File: src/tachPkg.sv
//----------------------------------------
// tachometer divider shared definitions
// divide ratio and counter widths for the
// edge dividers, drift limits and the
// monitor state encoding
//----------------------------------------
`default_nettype none

package tachPkg;

    //----------------------------------------
    // edge divider
    //----------------------------------------
    // input rising edges per output toggle
    // shared by both channels so drift stays meaningful
    localparam int cDivRatio = 4;

    // edge counter width, counts 0 .. cDivRatio-1
    localparam int cCntBits = $clog2(cDivRatio);

    // two sync stages plus one history stage
    localparam int cSyncStages = 3;

    // divided output level after reset
    localparam logic cStartLevel = 1'b0;

    //----------------------------------------
    // drift monitor
    //----------------------------------------
    // signed drift count width
    localparam int cDriftBits = 4;

    // count saturates at +/- this magnitude
    localparam int cDriftMax = 7;

    // lead reported at or beyond this magnitude
    localparam int cDriftLimit = 3;

    // monitor state, numeric values used by the trace
    typedef enum logic [1:0]
    {
        stBalanced = 2'd0,
        stALead    = 2'd1,
        stBLead    = 2'd2
    } driftStatus_t;

endpackage

`default_nettype wire
File: src/tachDividerTop.sv
//----------------------------------------
// dual-channel tachometer divider
// two independent edge dividers and one
// drift monitor comparing their outputs
//----------------------------------------
`default_nettype none

module tachDividerTop
(
    input  logic                                iCLK,
    input  logic                                iRST,
    input  logic                                sensorA,
    input  logic                                sensorB,
    input  logic                                clear,
    output logic                                pulseA,
    output logic                                pulseB,
    output logic signed [tachPkg::cDriftBits-1:0] drift,
    output tachPkg::driftStatus_t               status
);

    //----------------------------------------
    // channel dividers
    //----------------------------------------
    // sensor edge to pulse is 2 cycles
    // the channels share no logic
    edgeDivider chanA_i
    (
        .iCLK   (iCLK),
        .iRST   (iRST),
        .sensor (sensorA),
        .pulse  (pulseA)
    );

    edgeDivider chanB_i
    (
        .iCLK   (iCLK),
        .iRST   (iRST),
        .sensor (sensorB),
        .pulse  (pulseB)
    );

    //----------------------------------------
    // drift monitor
    //----------------------------------------
    // divided levels feed both the ports and the monitor
    // drift one cycle after a toggle, status one more
    driftMonitor driftMonitor_i
    (
        .iCLK   (iCLK),
        .iRST   (iRST),
        .pulseA (pulseA),
        .pulseB (pulseB),
        .clear  (clear),
        .drift  (drift),
        .status (status)
    );

endmodule

`default_nettype wire

File: src/driftMonitor.sv
//----------------------------------------
// drift monitor for two divided channels
// counts toggles on A minus toggles on B
// with saturation, reports which channel
// leads, clear strobe zeroes the count
//----------------------------------------
`default_nettype none

module driftMonitor
(
    input  logic                                iCLK,
    input  logic                                iRST,
    input  logic                                pulseA,
    input  logic                                pulseB,
    input  logic                                clear,
    output logic signed [tachPkg::cDriftBits-1:0] drift,
    output tachPkg::driftStatus_t               status
);

    //----------------------------------------
    // signals
    //----------------------------------------
    // pulse levels of the previous cycle
    logic                  prevA;
    logic                  prevB;
    // level change seen this cycle
    logic                  togA;
    logic                  togB;
    // net step direction
    logic                  stepUp;
    logic                  stepDown;
    // saturation reached
    logic                  atMax;
    logic                  atMin;
    // classification of the current count
    tachPkg::driftStatus_t statusNext;

    //----------------------------------------
    // toggle detection
    //----------------------------------------
    // history starts at the divider reset level
    // so no false toggle right after reset
    always_ff @(posedge iCLK)
    begin
        if (iRST)
        begin
            prevA <= tachPkg::cStartLevel;
            prevB <= tachPkg::cStartLevel;
        end
        else
        begin
            prevA <= pulseA;
            prevB <= pulseB;
        end
    end

    always_comb
    begin
        togA     = pulseA ^ prevA;
        togB     = pulseB ^ prevB;
        // both at once cancel out
        stepUp   = togA & ~togB;
        stepDown = togB & ~togA;
        atMax    = (drift >= tachPkg::cDriftMax);
        atMin    = (drift <= -tachPkg::cDriftMax);
    end

    //----------------------------------------
    // drift counter
    //----------------------------------------
    // clear has priority over any toggle
    // holds at the bound instead of wrapping
    always_ff @(posedge iCLK)
    begin
        if (iRST)
        begin
            drift <= '0;
        end
        else if (clear)
        begin
            drift <= '0;
        end
        else if (stepUp && !atMax)
        begin
            drift <= drift + 1'b1;
        end
        else if (stepDown && !atMin)
        begin
            drift <= drift - 1'b1;
        end
    end

    //----------------------------------------
    // status classification
    //----------------------------------------
    // positive count means A ahead
    always_comb
    begin
        if (drift >= tachPkg::cDriftLimit)
        begin
            statusNext = tachPkg::stALead;
        end
        else if (drift <= -tachPkg::cDriftLimit)
        begin
            statusNext = tachPkg::stBLead;
        end
        else
        begin
            statusNext = tachPkg::stBalanced;
        end
    end

    // one cycle behind the count
    always_ff @(posedge iCLK)
    begin
        if (iRST)
        begin
            status <= tachPkg::stBalanced;
        end
        else
        begin
            status <= statusNext;
        end
    end

    //----------------------------------------
    // assertions
    //----------------------------------------
    // count stays inside the saturation window
    aDriftRange : assert property (@(posedge iCLK) disable iff (iRST)
        (drift <= tachPkg::cDriftMax) && (drift >= -tachPkg::cDriftMax))
    else $error("driftMonitor: drift count out of range");

    // A lead only from a count at or above the limit
    aALeadValid : assert property (@(posedge iCLK) disable iff (iRST)
        (status == tachPkg::stALead) |-> ($past(drift) >= tachPkg::cDriftLimit))
    else $error("driftMonitor: stALead with count below limit");

endmodule

`default_nettype wire

File: src/edgeDivider.sv
//----------------------------------------
// edge divider for one tachometer channel
// synchronizes the sensor level, finds
// rising edges and toggles the output
// once every cDivRatio edges
//----------------------------------------
`default_nettype none

module edgeDivider
(
    input  logic iCLK,
    input  logic iRST,
    input  logic sensor,
    output logic pulse
);

    //----------------------------------------
    // signals
    //----------------------------------------
    // bit 0 is the first sync stage, top bit is history
    logic [tachPkg::cSyncStages-1:0] syncSft;
    // one-cycle flag for a detected rising edge
    logic                            edgeSeen;
    // edges since the last toggle
    logic [tachPkg::cCntBits-1:0]    edgeCnt;
    // counter holds its final value
    logic                            cntLast;

    //----------------------------------------
    // input synchronizer
    //----------------------------------------
    // sensor is asynchronous
    // shift in every cycle, oldest bit drops out
    always_ff @(posedge iCLK)
    begin
        if (iRST)
        begin
            syncSft <= '0;
        end
        else
        begin
            syncSft <= {syncSft[tachPkg::cSyncStages-2:0], sensor};
        end
    end

    //----------------------------------------
    // rising edge detect
    //----------------------------------------
    // oldest stage low, next one high
    // visible one cycle after the first sample
    always_comb
    begin
        edgeSeen = (syncSft[tachPkg::cSyncStages-1 -: 2] == 2'b01);
    end

    // last count before the wrap
    always_comb
    begin
        cntLast = (int'(edgeCnt) == tachPkg::cDivRatio - 1);
    end

    //----------------------------------------
    // edge counter
    //----------------------------------------
    // modulo cDivRatio
    // wraps to zero on the completing edge, so no edge is lost
    always_ff @(posedge iCLK)
    begin
        if (iRST)
        begin
            edgeCnt <= '0;
        end
        else if (edgeSeen)
        begin
            if (cntLast)
            begin
                edgeCnt <= '0;
            end
            else
            begin
                edgeCnt <= edgeCnt + 1'b1;
            end
        end
    end

    //----------------------------------------
    // output toggle
    //----------------------------------------
    // flips together with the counter wrap
    always_ff @(posedge iCLK)
    begin
        if (iRST)
        begin
            pulse <= tachPkg::cStartLevel;
        end
        else if (edgeSeen && cntLast)
        begin
            pulse <= ~pulse;
        end
    end

    //----------------------------------------
    // assertions
    //----------------------------------------
    // counter must never hold the ratio itself
    aCntRange : assert property (@(posedge iCLK) disable iff (iRST)
        int'(edgeCnt) < tachPkg::cDivRatio)
    else $error("edgeDivider: edge count reached cDivRatio");

endmodule

`default_nettype wire

File: config.mk
export PLATFORM = sky130hd
export DESIGN_NAME = tachDividerTop
export DESIGN_NICKNAME = d
export VERILOG_FILES = /design/src/tachPkg.sv /design/src/tachDividerTop.sv /design/src/driftMonitor.sv /design/src/edgeDivider.sv
export SDC_FILE = /design/constraint.sdc
export NUM_CORES = 1
export LEC_CHECK = 0
export BUFFER_PORTS_ARGS = -buffer_cell sky130_fd_sc_hd__buf_2
export CAP_MARGIN = 25
export CORE_AREA = 2 2 45 47
export DETAILED_ROUTE_END_ITERATION = 10
export DIE_AREA = 0 0 47 49
export GPL_TIMING_DRIVEN = 0
export PLACE_DENSITY = 0.68
export SLEW_MARGIN = 40
export SYNTH_ARGS = -nofsm -noshare
export SYNTH_HDL_FRONTEND = slang
export SYNTH_SLANG_ARGS = --single-unit
File: constraint.sdc
create_clock -name iCLK -period 3 [get_ports iCLK]
set_input_delay 0 -clock iCLK [delete_from_list [all_inputs] [get_ports iCLK]]
set_output_delay 0 -clock iCLK [all_outputs]
set_load 0.02 [all_outputs]
==> results of run 1 <==
-- power breakdown --
| part | internal (mW) | total (mW) | leakage [nW] | switching [mW] |
|---|---|---|---|---|
| Combinational | 0.0105 | 0.0208 | 0.237 | 0.0103 |
| Clock | 0.135 | 0.217 | 0.0279 | 0.0824 |
| Sequential | 0.271 | 0.273 | 0.162 | 0.00216 |
-- synthesized netlist by cell type, types with 2 or more instances --
cell type	number
o21ai_0	2
nand3_1	3
nor2b_1	10
nor2_1	10
nand2_1	3
dfxtp_1	20
mux2i_1	5
a21oi_1	3
ha_1	4
nor3_1	4
xor2_1	3
-- worst reg2reg max path, stage by stage (launching register included) --
cell and delay (ns):
dfxtp_1 0.37, xnor2_1 0.28, and3_1 0.21, buf_6 0.13, inv_4 0.05, ha_1 0.31, a21oi_1 0.27, nand2_1 0.11
and4_1 0.21, a311o_1 0.26
-- through the flow --
| step | std cells | utilization (%) | setup slack, ns | hold WS [ns] |
|---|---|---|---|---|
| 6_report | 131 | 56.2 | 0.720 | 0.0669 |
| 5_1_grt | 131 | 56.2 | 0.558 | 0.0753 |
| 4_1_cts | 131 | 56.2 | 0.712 | 0.0623 |
| 3_5_place_dp | 124 | 51.7 | 0.730 | 0.219 |
| 3_3_place_gp | 124 | 51.7 | 0.811 | 0.207 |
| 2_1_floorplan | 86 | - | 0.797 | 0.0787 |
-- cells by family after synthesis --
group / Yosys count / share of synthesized area (%)
AO/OA/AOI/OAI: 10 / 8.26
XOR/XNOR: 5 / 5.94
adder cells (fa/ha/maj): 5 / 8.12
buffers and inverters: 5 / 3.33
flip-flops: 20 / 46.4
multiplexers: 5 / 5.80
AND/OR/NAND/NOR: 36 / 22.2
-- cell type report --
| class | count | share of cell area (%) |
|---|---|---|
| multi-input cells | 61 | 42.0 |
| flip-flops and latches | 20 | 38.7 |
| well taps | 27 | 3.26 |
| clock buffers | 3 | 2.18 |
| repair buffers | 14 | 8.22 |
| plain buffers | 3 | 1.81 |
| clock inverters | 1 | 2.90 |
| inverters | 2 | 0.967 |
-- what timing repair did --
item                       in CTS  in global routing
hold buffers                    3                  0
hold endpoints to repair        3                  0
setup endpoints to repair       0                  0
-- sequential cells by signal (all words and copies together), names as in the netlist --
| name | count |
|---|---|
| chanB_i.pulse | 1 |
| driftMonitor_i.status | 2 |
| driftMonitor_i.prevA | 1 |
| chanA_i.syncSft | 3 |
| chanB_i.syncSft | 3 |
| driftMonitor_i.prevB | 1 |
| chanA_i.edgeCnt | 2 |
| chanB_i.edgeCnt | 2 |
| chanA_i.pulse | 1 |
| driftMonitor_i.drift | 4 |
-- per-layer routing --
| metal | global-route usage, % | wire length (um) | vias up |
|---|---|---|---|
| li1 | - | - | 336 |
| met1 | 18.4 | 694 | 306 |
| met2 | 25.1 | 695 | 13 |
| met3 | 7.41 | 80 | 0 |
| met4 | 1.39 | 0 | 0 |
| met5 | 0 | 0 | - |
-- worst paths after layout --
kind	to	cells past startpoint
worst max-delay path	driftMonitor_i.drift[3]$_SDFFE_PP0P_	9
worst min-delay path	chanA_i.syncSft[2]$_SDFF_PP0_	2
worst max register to register	driftMonitor_i.drift[3]$_SDFFE_PP0P_	9
worst min register to register	chanA_i.syncSft[1]$_SDFF_PP0_	1
==> out/metrics.yaml, run 1 <==
outcome:
  status: "finished, final reports clean"
detailed_routing:
  remaining_drc_errors: 0
  drt-wirelength-per-cell_um: 11.2
  ant_nets: 0
  via_per_inst: 5.00
  drt_first_iter_violations: 3
  drt_wl_total_mm: 1.47
  dr_total_vias: 655
  dr.pass1.iters: 3
die:
  die_area_um2: 2300
  fp.dieW_um: 47
  die_height_um: 49
  rows: 16
  start_util_pct: 46.9
  coreArea_um2: 1840
  io_pins: 13
sta:
  rsz0062_at_grt: "false"
  setup_tns_ns: 0
  setup_viol: 0
  drv_slew: 0
  finalCritPeriodShare_pct: 76.0
  relSlewSlack_pct: 70.6
  clock.fmax_mhz: 439
  hold_viol_final: 0
  fin_crit_ns: 2.28
  skew_ns: 0.0135
  worst_pin_slew_ns: 0.441
pwr:
  power_density_nw_per_um2: 494
  vdd_drop_max_v: 0.000524
  leakagePower_nw: 0.427
  total_power_mw: 0.511
synthesis:
  ys_seq_area_share_pct: 46.4
  synth_top_area_share_pct: 46.4
  ys_types: 30
  synth_edf_count: 0
  synthCells: 86
  syn_area_um2: 863
  synth-async-reset-ratio_pct: 0
  synth_nets: 96
  synth_area_leaders: "dfxtp_1, nor2b_1, ha_1, mux2i_1, nor2_1"
  synth_ff_type: "dfxtp_1"
  syn_avg_cell_area_um2: 10.0
  yosysTopAreaCell: "dfxtp_1"
  ys_ff_latch: 20
  synth_warnings: 0
cts:
  cts_max_level: 1
  cts_inserted_buffers: 3
  clockBufferDepth: 2
  cts_tree: "yes"
  clk_pin_slew_worst_paths_ns: 0.12
  insertion_delay_ns: 0.30
  cts_resized: 0
  cts_root_buf: "clkbuf_4"
  post-cts-setup-buffer-count: 0
  clock_sinks: 20
placed_design:
  dpl-instance-area_um2: 952
  port_buffers: 11
  dpl.hpwl_mm: 1.08
  gp_congestion: 0.803
critical_path:
  path_delay_family: "simple AND/OR/NAND/NOR gates"
  crit_chain: "xnor2_1, and3_1, buf_6, inv_4, ha_1, a21oi_1, nand2_1, and4_1, a311o_1"
  criticalPathCategory: "reg2reg"
  reg2reg_slack_ns: 0.72
  max_stage_delay_ns: 0.37
  crit_slowest_cell: "dfxtp_1"
  path_max_fanout: 6
  cp_num_buf_inv: 2
  end_kind: "register"
  rr_startpoint: "chanB_i.pulse$_SDFFE_PP0P_"
  crit_start: "chanB_i.pulse$_SDFFE_PP0P_"
  cp.required_ns: 3.21
  start_kind: "register"
  worstPathArrival_ns: 2.49
cells_and_area:
  final_common_cell: "dfxtp_1"
  nets: 115
  areaGrowthSynthToFinish_pct: 19.9
  drive_gt1_share_pct: 18.3
  fin_area_um2: 1030
  multiInputGateArea_um2: 434
  regArea_um2: 400
  antenna-diode-count: 0
  mostFrequentLayoutCells: "dfxtp_1, buf_2, nor2b_1, nor2_1, mux2i_1"
  final.fill_count: 180
min_path:
  min-delay-start: "iRST"
  hold_class: "in2reg"
global_routing:
  grt-ovfl-total: 0
  grt_pass1_wl_mm: 2.57
  grt_usage_pct: 15.3
  grt_pass1_vias: 619
  grt_max_degree: 13
  antenna_found_initial: 0
job:
  cap_violations: 0
No activity file was read; power rests on OpenSTA's default activity.
==> run 2: changes to the inputs <==
--- a/config.mk
+++ b/config.mk
@@ -5,13 +5,14 @@
 export SDC_FILE = /design/constraint.sdc
 export NUM_CORES = 1
 export LEC_CHECK = 0
+export ABC_AREA = 1
 export BUFFER_PORTS_ARGS = -buffer_cell sky130_fd_sc_hd__buf_2
 export CAP_MARGIN = 25
-export CORE_AREA = 2 2 45 47
+export CORE_AREA = 2 2 46 48
 export DETAILED_ROUTE_END_ITERATION = 10
-export DIE_AREA = 0 0 47 49
+export DIE_AREA = 0 0 48 50
 export GPL_TIMING_DRIVEN = 0
-export PLACE_DENSITY = 0.68
+export PLACE_DENSITY = 0.69
 export SLEW_MARGIN = 40
 export SYNTH_ARGS = -nofsm -noshare
 export SYNTH_HDL_FRONTEND = slang
==> constraint.sdc (replaced) <==
create_clock -name iCLK -period 2 [get_ports iCLK]
set_input_delay 0 -clock iCLK [delete_from_list [all_inputs] [get_ports iCLK]]
set_output_delay 0 -clock iCLK [all_outputs]
set_load 0.02 [all_outputs]
==> run 2 against run 1 <==
Net effect:
- critical path depth up 2
- clock-buffer cell count did not move
- worst setup slack lost 0.53 ns
- die area increased by 4.2%
- largest power group unchanged
==> out/metrics.yaml, run 2 <==
min_path:
  min-delay-start: "iRST"  # unchanged
  whs_endpoint: "driftMonitor_i.drift[2]$_SDFFE_PP0P_"  # was chanA_i.syncSft[2]$_SDFF_PP0_
  holdPathStages: 4  # was 2
  hold_class: "in2reg"  # unchanged
cells_and_area:
  fin_area_um2: 1070  # was 1030 um2
  antenna-diode-count: 0  # unchanged
  drive_gt1_share_pct: 19.1  # was 18.3%
  fin_cells: 158  # was 131
  final_common_cell: "dfxtp_1"  # unchanged
  final.fill_count: 177  # was 180
  nets: 142  # was 115
  largest_register_ffs: 4  # unchanged
  areaGrowthSynthToFinish_pct: 21.0  # was 19.9%
  reg_top3: "driftMonitor_i.drift (4), chanA_i.syncSft (3), chanB_i.syncSft (3)"  # unchanged
  multiInputGateArea_um2: 418  # was 434 um2
  regArea_um2: 400  # unchanged
  regMostFlops: "driftMonitor_i.drift"  # unchanged
  mostFrequentLayoutCells: "dfxtp_1, nand2_1, nor2_1"  # was dfxtp_1, buf_2, nor2b_1, nor2_1, mux2i_1
job:
  cap_violations: 0  # unchanged
critical_path:
  crit_slowest_cell: "dfxtp_1"  # unchanged
  crit_top_cell: "nand3_1"
  rr_endpoint: "driftMonitor_i.drift[3]$_SDFFE_PP0P_"  # unchanged
  worstPathArrival_ns: 2.02  # was 2.49 ns
  cp_num_buf_inv: 2  # unchanged
  cp.required_ns: 2.22  # was 3.21 ns
  path_max_fanout: 7  # was 6
  crit_chain: "nand4_2, nand3_4, ha_1, nand3_1, nand3_1, inv_1, nand3_1, nand3_2, nand2_1, inv_1, nor2_1"  # was xnor2_1, and3_1, buf_6, inv_4, ha_1, a21oi_1, nand2_1, and4_1, a311o_1
  end_kind: "register"  # unchanged
  max_stage_delay_ns: 0.52  # was 0.37 ns
  rr_startpoint: "driftMonitor_i.drift[1]$_SDFFE_PP0P_"  # was chanB_i.pulse$_SDFFE_PP0P_
  start_kind: "register"  # unchanged
  path_delay_family: "simple AND/OR/NAND/NOR gates"  # unchanged
  criticalPathCategory: "reg2reg"  # unchanged
  reg2reg_slack_ns: 0.19  # was 0.72 ns
  r2r_cells: 11  # was 9
synthesis:
  synthCells: 111  # was 86
  synthTopCellsByCount: "dfxtp_1, nand2_1, nor2_1"  # was dfxtp_1, nor2_1, nor2b_1
  synth_area_leaders: "dfxtp_1, nand2_1, nor2_1, inv_1, ha_1"  # was dfxtp_1, nor2b_1, ha_1, mux2i_1, nor2_1
  synth_nets: 121  # was 96
  synth-async-reset-ratio_pct: 0  # unchanged
  synth_ff_type: "dfxtp_1"  # unchanged
  synth_top_area_share_pct: 45.2  # was 46.4%
  synth_edf_count: 0  # unchanged
  syn_area_um2: 886  # was 863 um2
  ys_types: 20  # was 30
  ys_seq_area_share_pct: 45.2  # was 46.4%
  synth_most_common_cell: "dfxtp_1"  # unchanged
  synth_warnings: 0  # unchanged
  yosysTopAreaCell: "dfxtp_1"  # unchanged
  ys_ff_latch: 20  # unchanged
  syn_avg_cell_area_um2: 7.98  # was 10.0 um2
cts:
  cts_tree: "yes"  # unchanged
  clock_sinks: 20  # unchanged
  insertion_delay_ns: 0.30  # about the same
  clockBufferDepth: 2  # unchanged
  clk_pin_slew_worst_paths_ns: 0.11  # was 0.12 ns
  post-cts-setup-buffer-count: 0  # unchanged
  cts_root_buf: "clkbuf_4"  # unchanged
  cts_inserted_buffers: 3  # unchanged
  cts_max_level: 1  # unchanged
die:
  fp.dieW_um: 48  # was 47 um
  start_util_pct: 46.6  # was 46.9%
  rows: 16  # unchanged
  die_height_um: 50  # was 49 um
  die_area_um2: 2400  # was 2300 um2
  coreArea_um2: 1900  # was 1840 um2
  io_pins: 13  # unchanged
detailed_routing:
  drt_wl_total_mm: 1.50  # was 1.47 mm
  drt-wirelength-per-cell_um: 9.52  # was 11.2 um
  dr_total_vias: 747  # was 655
  drt_first_iter_violations: 5  # was 3
  remaining_drc_errors: 0  # unchanged
  ant_nets: 0  # unchanged
  dr.pass1.iters: 3  # unchanged
  via_per_inst: 4.73  # was 5.00
pwr:
  power_density_nw_per_um2: 724  # was 494 nW/um2
  leakagePower_nw: 0.515  # was 0.427 nW
  vdd_drop_max_v: 0.000427  # was 0.000524 V
placed_design:
  port_buffers: 12  # was 11
  post-place-cells: 150  # was 124
  dpl-instance-area_um2: 980  # was 952 um2
  gp_congestion: 0.717  # was 0.803
  dpl.hpwl_mm: 1.10  # was 1.08 mm
sta:
  fin_crit_ns: 1.81  # was 2.28 ns
  drv_slew: 0  # unchanged
  skew_ns: 0.00141  # was 0.0135 ns
  hold_viol_final: 0  # unchanged
  worst_pin_slew_ns: 0.419  # was 0.441 ns
  hold_slack_ns: 0.00402  # was 0.0669 ns
  clock.fmax_mhz: 553  # was 439 MHz
  relSlewSlack_pct: 72.1  # was 70.6%
  setup_viol: 0  # unchanged
  setup_tns_ns: 0  # unchanged
  finalCritPeriodShare_pct: 90.5  # was 76.0%
  rsz0062_at_grt: "false"  # unchanged
global_routing:
  grt_pass1_wl_mm: 2.62  # was 2.57 mm
  grt_usage_pct: 15.1  # was 15.3%
  grt-ovfl-total: 0  # unchanged
  grt_max_degree: 13  # unchanged
  grt_pass1_vias: 663  # was 619
  antenna_found_initial: 0  # unchanged
outcome:
  status: "finished, final reports clean"  # unchanged
-- run 2: area by class of cell --
type,instances,area share (%)
Multi-Input combinational cell,73,39.0
Sequential cell,20,37.3
Timing Repair Buffer,16,9.33
Inverter,17,5.95
Tap cell,27,3.15
Clock inverter,1,2.80
Clock buffer,3,2.10
Buffer,1,0.350
-- run 2: logic make-up (layout without fill, tap and decap cells) --
| family | Yosys count | in the layout | synth area share, % |
|---|---|---|---|
| buffers and inverters | 18 | 38 | 7.63 |
| flip-flops | 20 | 20 | 45.2 |
| XOR/XNOR | 1 | 1 | 0.989 |
| AO/OA/AOI/OAI | 18 | 18 | 11.6 |
| AND/OR/NAND/NOR | 49 | 49 | 26.7 |
| adder cells (fa/ha/maj) | 5 | 5 | 7.91 |
-- run 2: power by group --
group	internal, mW	switching, mW	total [mW]	leakage (nW)
registers	0.407	0.00418	0.412	0.163
logic	0.0168	0.0183	0.0351	0.324
clock network	0.203	0.127	0.330	0.0279
total	0.627	0.150	0.777	0.515
-- run 2: layer usage --
metal	GRT usage (%)	up-vias	part of all wire, %	routed length (um)
li1	-	396	-	-
met1	19.1	335	47	703
met2	22.9	11	47	712
met3	2.20	5	2.6	39
met4	9.46	0	3.2	48
met5	0	-	0	0
-- run 2: per-stage QoR --
| step | setup WS (ns) | power, mW | util (%) |
|---|---|---|---|
| CTS | 0.176 | 0.786 | 56.4 |
| floorplan | 0.245 | 0.440 | - |
| finish | 0.191 | 0.777 | 56.4 |
| global route | 0.0356 | 0.809 | 56.4 |
| global placement | 0.256 | 0.448 | 51.5 |
| detailed placement | 0.244 | 0.450 | 51.5 |
-- run 2: worst max path at each step --
stage,from,to,slack [ns],depth (start not counted)
floorplan,driftMonitor_i.drift[1]$_SDFFE_PP0P_,driftMonitor_i.drift[3]$_SDFFE_PP0P_,0.25,9
global placement,driftMonitor_i.drift[1]$_SDFFE_PP0P_,driftMonitor_i.drift[3]$_SDFFE_PP0P_,0.26,9
detailed placement,driftMonitor_i.drift[1]$_SDFFE_PP0P_,driftMonitor_i.drift[3]$_SDFFE_PP0P_,0.24,11
CTS,driftMonitor_i.drift[1]$_SDFFE_PP0P_,driftMonitor_i.drift[3]$_SDFFE_PP0P_,0.18,11
global route,driftMonitor_i.drift[1]$_SDFFE_PP0P_,driftMonitor_i.drift[3]$_SDFFE_PP0P_,0.04,9
finish,driftMonitor_i.drift[1]$_SDFFE_PP0P_,driftMonitor_i.drift[3]$_SDFFE_PP0P_,0.19,11
-- run 2: what timing repair did --
action,4_1_cts,5_1_grt
hold endpoints to repair,6,0
gates resized for setup,0,0
hold buffers,4,0
-- run 2: worst reg2reg max path: stages (launching register included) --
cell and delay (ns):
dfxtp_1 0.52, nand4_2 0.19, nand3_4 0.15, ha_1 0.28
nand3_1 0.10, nand3_1 0.11, inv_1 0.07, nand3_1 0.10
nand3_2 0.07, nand2_1 0.04, inv_1 0.05, nor2_1 0.04
